[src/common/l2_axi_settings.svh]
// Line and memory depth must be powers of two, and the protected base must lie below the depth
`ifndef L2_AXI_SETTINGS_SVH
`define L2_AXI_SETTINGS_SVH

// Width of a byte address
`define L2_ADDR_BITS 32

// One cache line moves as a single AXI beat
`define L2_LINE_BITS 128

// Bytes per line, also the strobe width
`define L2_LINE_BYTES (`L2_LINE_BITS / 8)

// Number of lines held by the backing memory
`define L2_MEM_LINES 64

// Lines from this index up need a privileged access
`define L2_PROT_BASE_LINE 48

`endif

[src/common/l2_axi_pkg.sv]
// Single-beat AXI subset only: no burst, size, cache, QoS, region, ID or user fields
`default_nettype none

`include "l2_axi_settings.svh"

package l2_axi_pkg;

    typedef logic [`L2_LINE_BITS-1:0] line_t;
    typedef logic [`L2_LINE_BYTES-1:0] strb_t;
    typedef logic [`L2_ADDR_BITS-1:0] addr_t;

    // Address payload shared by AR and AW
    typedef struct packed {
        addr_t      addr;
        // Bit 0 set marks a privileged access
        logic [2:0] prot;
    } axi_addr_t;

    // Everything the master drives
    typedef struct packed {
        logic      aw_valid;
        axi_addr_t aw;
        logic      w_valid;
        line_t     w_data;
        strb_t     w_strb;
        logic      b_ready;
        logic      ar_valid;
        axi_addr_t ar;
        logic      r_ready;
    } axi_mst_out_t;

    // Everything the slave drives back
    typedef struct packed {
        logic       aw_ready;
        logic       w_ready;
        logic       b_valid;
        logic [1:0] b_resp;
        logic       ar_ready;
        logic       r_valid;
        line_t      r_data;
        logic [1:0] r_resp;
    } axi_mst_in_t;

    // Bit 1 of a response code flags an error
    localparam logic [1:0] AXI_OKAY   = 2'b00;
    localparam logic [1:0] AXI_SLVERR = 2'b10;

endpackage

`default_nettype wire

[src/l2_amba/l2_amba_bridge.sv]
// One line request in flight at a time; the requester must accept every completion pulse
`timescale 1ns/1ps
`default_nettype none

module l2_amba_bridge
    import l2_axi_pkg::*;
(
    input  wire               i_clk,
    input  wire               i_nrst,
    output logic              o_req_ready,
    input  wire               i_req_valid,
    input  wire               i_req_write,
    input  wire  [2:0]        i_req_prot,
    input  wire  addr_t       i_req_addr,
    input  wire  strb_t       i_req_strob,
    input  wire  line_t       i_req_data,
    output line_t             o_resp_data,
    output logic              o_resp_valid,
    output logic              o_resp_ack,
    output logic              o_resp_load_fault,
    output logic              o_resp_store_fault,
    input  wire  axi_mst_in_t i_msti,
    output axi_mst_out_t      o_msto
);

    typedef enum logic [1:0] {
        ST_IDLE,
        ST_READING,
        ST_WRITING,
        ST_WACK
    } state_e;

    state_e state_q;
    state_e state_d;

    // Write payload captured with AW since the requester may move on after acceptance
    line_t w_data_q;
    strb_t w_strb_q;
    logic  aw_take;

    always_comb begin
        axi_mst_out_t msto;
        logic         next_ready;

        msto = '0;
        next_ready = 1'b0;
        aw_take = 1'b0;
        state_d = state_q;

        o_req_ready = 1'b0;
        o_resp_valid = 1'b0;
        o_resp_ack = 1'b0;
        o_resp_load_fault = 1'b0;
        o_resp_store_fault = 1'b0;

        case (state_q)
            ST_IDLE: begin
                next_ready = 1'b1;
            end
            ST_READING: begin
                msto.r_ready = 1'b1;
                if (i_msti.r_valid) begin
                    o_resp_valid = 1'b1;
                    o_resp_ack = 1'b1;
                    o_resp_load_fault = i_msti.r_resp[1];
                    next_ready = 1'b1;
                    state_d = ST_IDLE;
                end
            end
            ST_WRITING: begin
                // Single beat carries the whole line
                msto.w_valid = 1'b1;
                if (i_msti.w_ready) begin
                    state_d = ST_WACK;
                end
            end
            ST_WACK: begin
                msto.b_ready = 1'b1;
                if (i_msti.b_valid) begin
                    o_resp_valid = 1'b1;
                    o_resp_ack = 1'b1;
                    o_resp_store_fault = i_msti.b_resp[1];
                    next_ready = 1'b1;
                    state_d = ST_IDLE;
                end
            end
            default: begin
                state_d = ST_IDLE;
            end
        endcase

        // A pending request may start in the same cycle as the previous completion
        if (next_ready && i_req_valid) begin
            if (!i_req_write) begin
                msto.ar_valid = 1'b1;
                if (i_msti.ar_ready) begin
                    o_req_ready = 1'b1;
                    state_d = ST_READING;
                end
            end else begin
                msto.aw_valid = 1'b1;
                if (i_msti.aw_ready) begin
                    o_req_ready = 1'b1;
                    aw_take = 1'b1;
                    state_d = ST_WRITING;
                end
            end
        end

        // Address fields only matter in the acceptance cycle
        msto.ar.addr = i_req_addr;
        msto.ar.prot = i_req_prot;
        msto.aw.addr = i_req_addr;
        msto.aw.prot = i_req_prot;
        msto.w_data = w_data_q;
        msto.w_strb = w_strb_q;

        o_msto = msto;
    end

    // Read data passes straight through and is only meaningful with the ack
    assign o_resp_data = i_msti.r_data;

    always_ff @(posedge i_clk or negedge i_nrst) begin
        if (!i_nrst) begin
            state_q <= ST_IDLE;
        end else begin
            state_q <= state_d;
        end
    end

    always_ff @(posedge i_clk) begin
        if (aw_take) begin
            w_data_q <= i_req_data;
            w_strb_q <= i_req_strob;
        end
    end

endmodule

`default_nettype wire

[config.mk]
export PLATFORM = sky130hd
export DESIGN_NAME = l2_amba_bridge
export DESIGN_NICKNAME = d
export VERILOG_FILES = /design/src/common/l2_axi_pkg.sv /design/src/l2_amba/l2_amba_bridge.sv
export VERILOG_INCLUDE_DIRS = /design/src /design/src/common
export SDC_FILE = /design/constraint.sdc
export NUM_CORES = 1
export LEC_CHECK = 0
export BUFFER_PORTS_ARGS = -buffer_cell sky130_fd_sc_hd__buf_2
export CORE_AREA = 2 2 259 261
export DETAILED_ROUTE_END_ITERATION = 12
export DIE_AREA = 0 0 261 263
export GPL_TIMING_DRIVEN = 0
export PLACE_DENSITY = 0.34
export SLEW_MARGIN = 5
export SYNTH_ARGS = -nofsm -noshare
export SYNTH_HDL_FRONTEND = slang
export SYNTH_SLANG_ARGS = --single-unit
[constraint.sdc]
create_clock -name i_clk -period 9.3 [get_ports i_clk]
set_input_delay 1.86 -clock i_clk [delete_from_list [all_inputs] [get_ports i_clk]]
set_output_delay 1.86 -clock i_clk [all_outputs]
set_load 0.005 [all_outputs]
==> impl_metrics.env <==
export IMPL_final_nets=1225
export IMPL_drtPass1Iterations=4
export IMPL_synthMuxAreaShare_pct=0
export IMPL_ys_seq_elements=146
export IMPL_cts_inserted_buffers=17
export IMPL_drive_gt1_share_pct=81.2
export IMPL_core_um2=65600
export IMPL_clockPowerShare_pct=39.4
export IMPL_worstSetupEndpointType="output pin"
export IMPL_worstPathMaxFanout=5
export IMPL_fillCellCount=7371
export IMPL_antenna_found_initial=4
export IMPL_avgRoutedWirePerCell_um=12.9
export IMPL_dp_hpwl_mm=19.7
export IMPL_grt_pass1_wl_mm=30.6
export IMPL_post_cts_resize_count=0
export IMPL_layout_commonest_cell="buf_2"
export IMPL_ant_nets=0
export IMPL_combPwrFrac_pct=16.1
export IMPL_drt_iter0_markers=232
export IMPL_cts_clk_slew_worst_paths_ns=0.07
export IMPL_postCtsSetupBuffers=0
export IMPL_fmax_ghz=0.219
export IMPL_synth_main_ff_cell="edfxtp_1"
export IMPL_track_usage_pct=6.32
export IMPL_hold_violations=0
export IMPL_share_seq_of_total_power_pct=44.5
export IMPL_grt_max_degree=32
export IMPL_avgViaCountPerCell=2.63
export IMPL_cp_required_ns=7.44
export IMPL_synth_simple_area_share_pct=1.53
export IMPL_synth_compound_area_share_pct=1.02
export IMPL_synthAdderAreaFrac_pct=0
export IMPL_synthTopCellsByArea="edfxtp_1, buf_4, dfrtp_1"
export IMPL_root_buffer="clkbuf_16"
export IMPL_tightest_slew_ns=0.368
export IMPL_gr_total_overflow=0
export IMPL_syn_area_per_cell_um2=16.1
export IMPL_async_reset_ff_share_pct=1.37
export IMPL_vias=4690
export IMPL_clk_latency_ns=0.45
export IMPL_synth_xor_area_share_pct=0
export IMPL_die_h_um=263
export IMPL_met1_usage_pct=5.45
export IMPL_final_util_pct=15.8
export IMPL_io_buffers=506
export IMPL_pin_count=672
export IMPL_cts_buffer_depth=2
export IMPL_use_met2_pct=12.2
export IMPL_period_needed_ns=4.57
export IMPL_layout_common_cells="buf_2, buf_4, edfxtp_1"
export IMPL_critPathLaunchType="primary input"
export IMPL_rsz0062_at_grt="false"
export IMPL_die_width_um=261
export IMPL_relSlewSlack_pct=75.2
export IMPL_fin_crit_sh_pct=49.2
export IMPL_synth_edf_count=144
export IMPL_slew_violations=0
export IMPL_hold_class="reg -> reg"
export IMPL_power_density_nw_per_um2=172
export IMPL_busiest_layer="met2"
export IMPL_path_class="in -> out"
export IMPL_switching_share_pct=25.8
export IMPL_initial_core_util_pct=9.20
export IMPL_num_rows=94
export IMPL_htreeDepth=4
export IMPL_yosysWarnings=0
export IMPL_synth_seq_area_share_pct=72.4
export IMPL_netlist_area_um2=6040
export IMPL_dp_cells=1750
export IMPL_fin_worst_skew_ns=0.0128
export IMPL_synth_fp_nets=695
export IMPL_routed_wl_mm=23.1
export IMPL_clock_sinks=146
export IMPL_p_switching_uw=460
export IMPL_gp_congestion=0.761
export IMPL_status="completed"
export IMPL_cap_violations=0
export IMPL_cts_tree="yes"
export IMPL_route_detailed_drc=0
export IMPL_met3_usage_pct=3.06
export IMPL_grt_pass1_vias=4796
export IMPL_internal_power_mw=1.32
export IMPL_ys_types=19
export IMPL_critPathArrivalTime_ns=2.71
export IMPL_die_area_um2=68600
export IMPL_synth_top_area_share_pct=71.6
export IMPL_syn_instance_count=375
export IMPL_setup_violations=0
export IMPL_synth_top_family_by_area="buffers and inverters"
export IMPL_area_growth_pct=71.4
export IMPL_yosys_area_top_type="edfxtp_1"
export IMPL_p_leak_nw=4.71
export IMPL_ir_worst_vdd_v=0.0000836
export IMPL_hold_buffers=0
export IMPL_fin_cells=1784
==> cell usage after synthesis, types with 2 or more instances <==
| cell | number |
|---|---|
| nand2_1 | 7 |
| nor2b_1 | 2 |
| a21oi_1 | 3 |
| buf_4 | 199 |
| inv_1 | 3 |
| nor2_1 | 4 |
| dfrtp_1 | 2 |
| edfxtp_1 | 144 |
==> power by group through the flow <==
stage	combinational, mW	sequential (mW)	clock [mW]
3_5_place_dp	0.293	0.807	0
5_1_grt	0.315	0.798	0.759
2_1_floorplan	0.122	0.824	0
6_report	0.288	0.792	0.702
4_1_cts	0.294	0.793	0.737
3_3_place_gp	0.281	0.828	0
==> stage by stage <==
stage	hold slack, ns	setup slack (ns)	TNS (ns)	power, mW	cell area [µm²]
floorplan	0.607	0.381	0	0.946	6040
global placement	0.651	-3.17	-450.65	1.11	9650
detailed placement	0.672	4.69	0	1.10	9760
CTS	0.686	4.69	0	1.82	10300
global route	0.736	4.63	0	1.87	10300
finish	0.695	4.73	0	1.78	10300
==> worst max-delay path, cell delays in order <==
cell and delay [ns]:
buf_2 0.11, inv_1 0.05, o32a_4 0.40, a21oi_1 0.14, buf_2 0.15
==> cell type report <==
class / count / area [µm²] / share of cell area [%]
antenna: 2 / 5.00 / 0.0484
buffer: 200 / 1500 / 14.5
clock buffer: 18 / 429 / 4.15
clock inverter: 14 / 156 / 1.51
inverter: 3 / 11.3 / 0.109
multi-input combinational: 26 / 161 / 1.56
sequential: 146 / 4370 / 42.3
tap: 864 / 1080 / 10.4
timing repair buffer: 511 / 2630 / 25.4
==> per-layer routing <==
metal | wire length, µm | vias to the layer above
met4 | 442 | 2
met3 | 2940 | 23
met1 | 7320 | 2097
met5 | 7 | -
met2 | 12400 | 400
li1 | - | 2168
==> final timing paths <==
kind | from | end | slack [ns] | cells past startpoint
hold / removal | state_q[1] | state_q[1] | 0.70 | 3
setup reg to reg | state_q[0] | w_data_q[86] | 6.99 | 6
setup / recovery | i_req_valid | o_req_ready | 4.73 | 5
min in group asynchronous | i_nrst | state_q[0] | 1.18 | 1
hold reg to reg | state_q[1] | state_q[1] | 0.70 | 3
max in group asynchronous | i_nrst | state_q[1] | 8.03 | 1
==> state kept, by name, summed over array words and instances, names as in the netlist <==
register	cells
w_data_q	128
w_strb_q	16
state_q	2
==> cell families (layout without fill, tap and decap cells) <==
kind of cell,Yosys count,after routing
flops,146,146
other cells,0,2
compound gates,7,7
buf+inv,203,746
simple gates,19,19
Power figures use the tool's default switching activity.
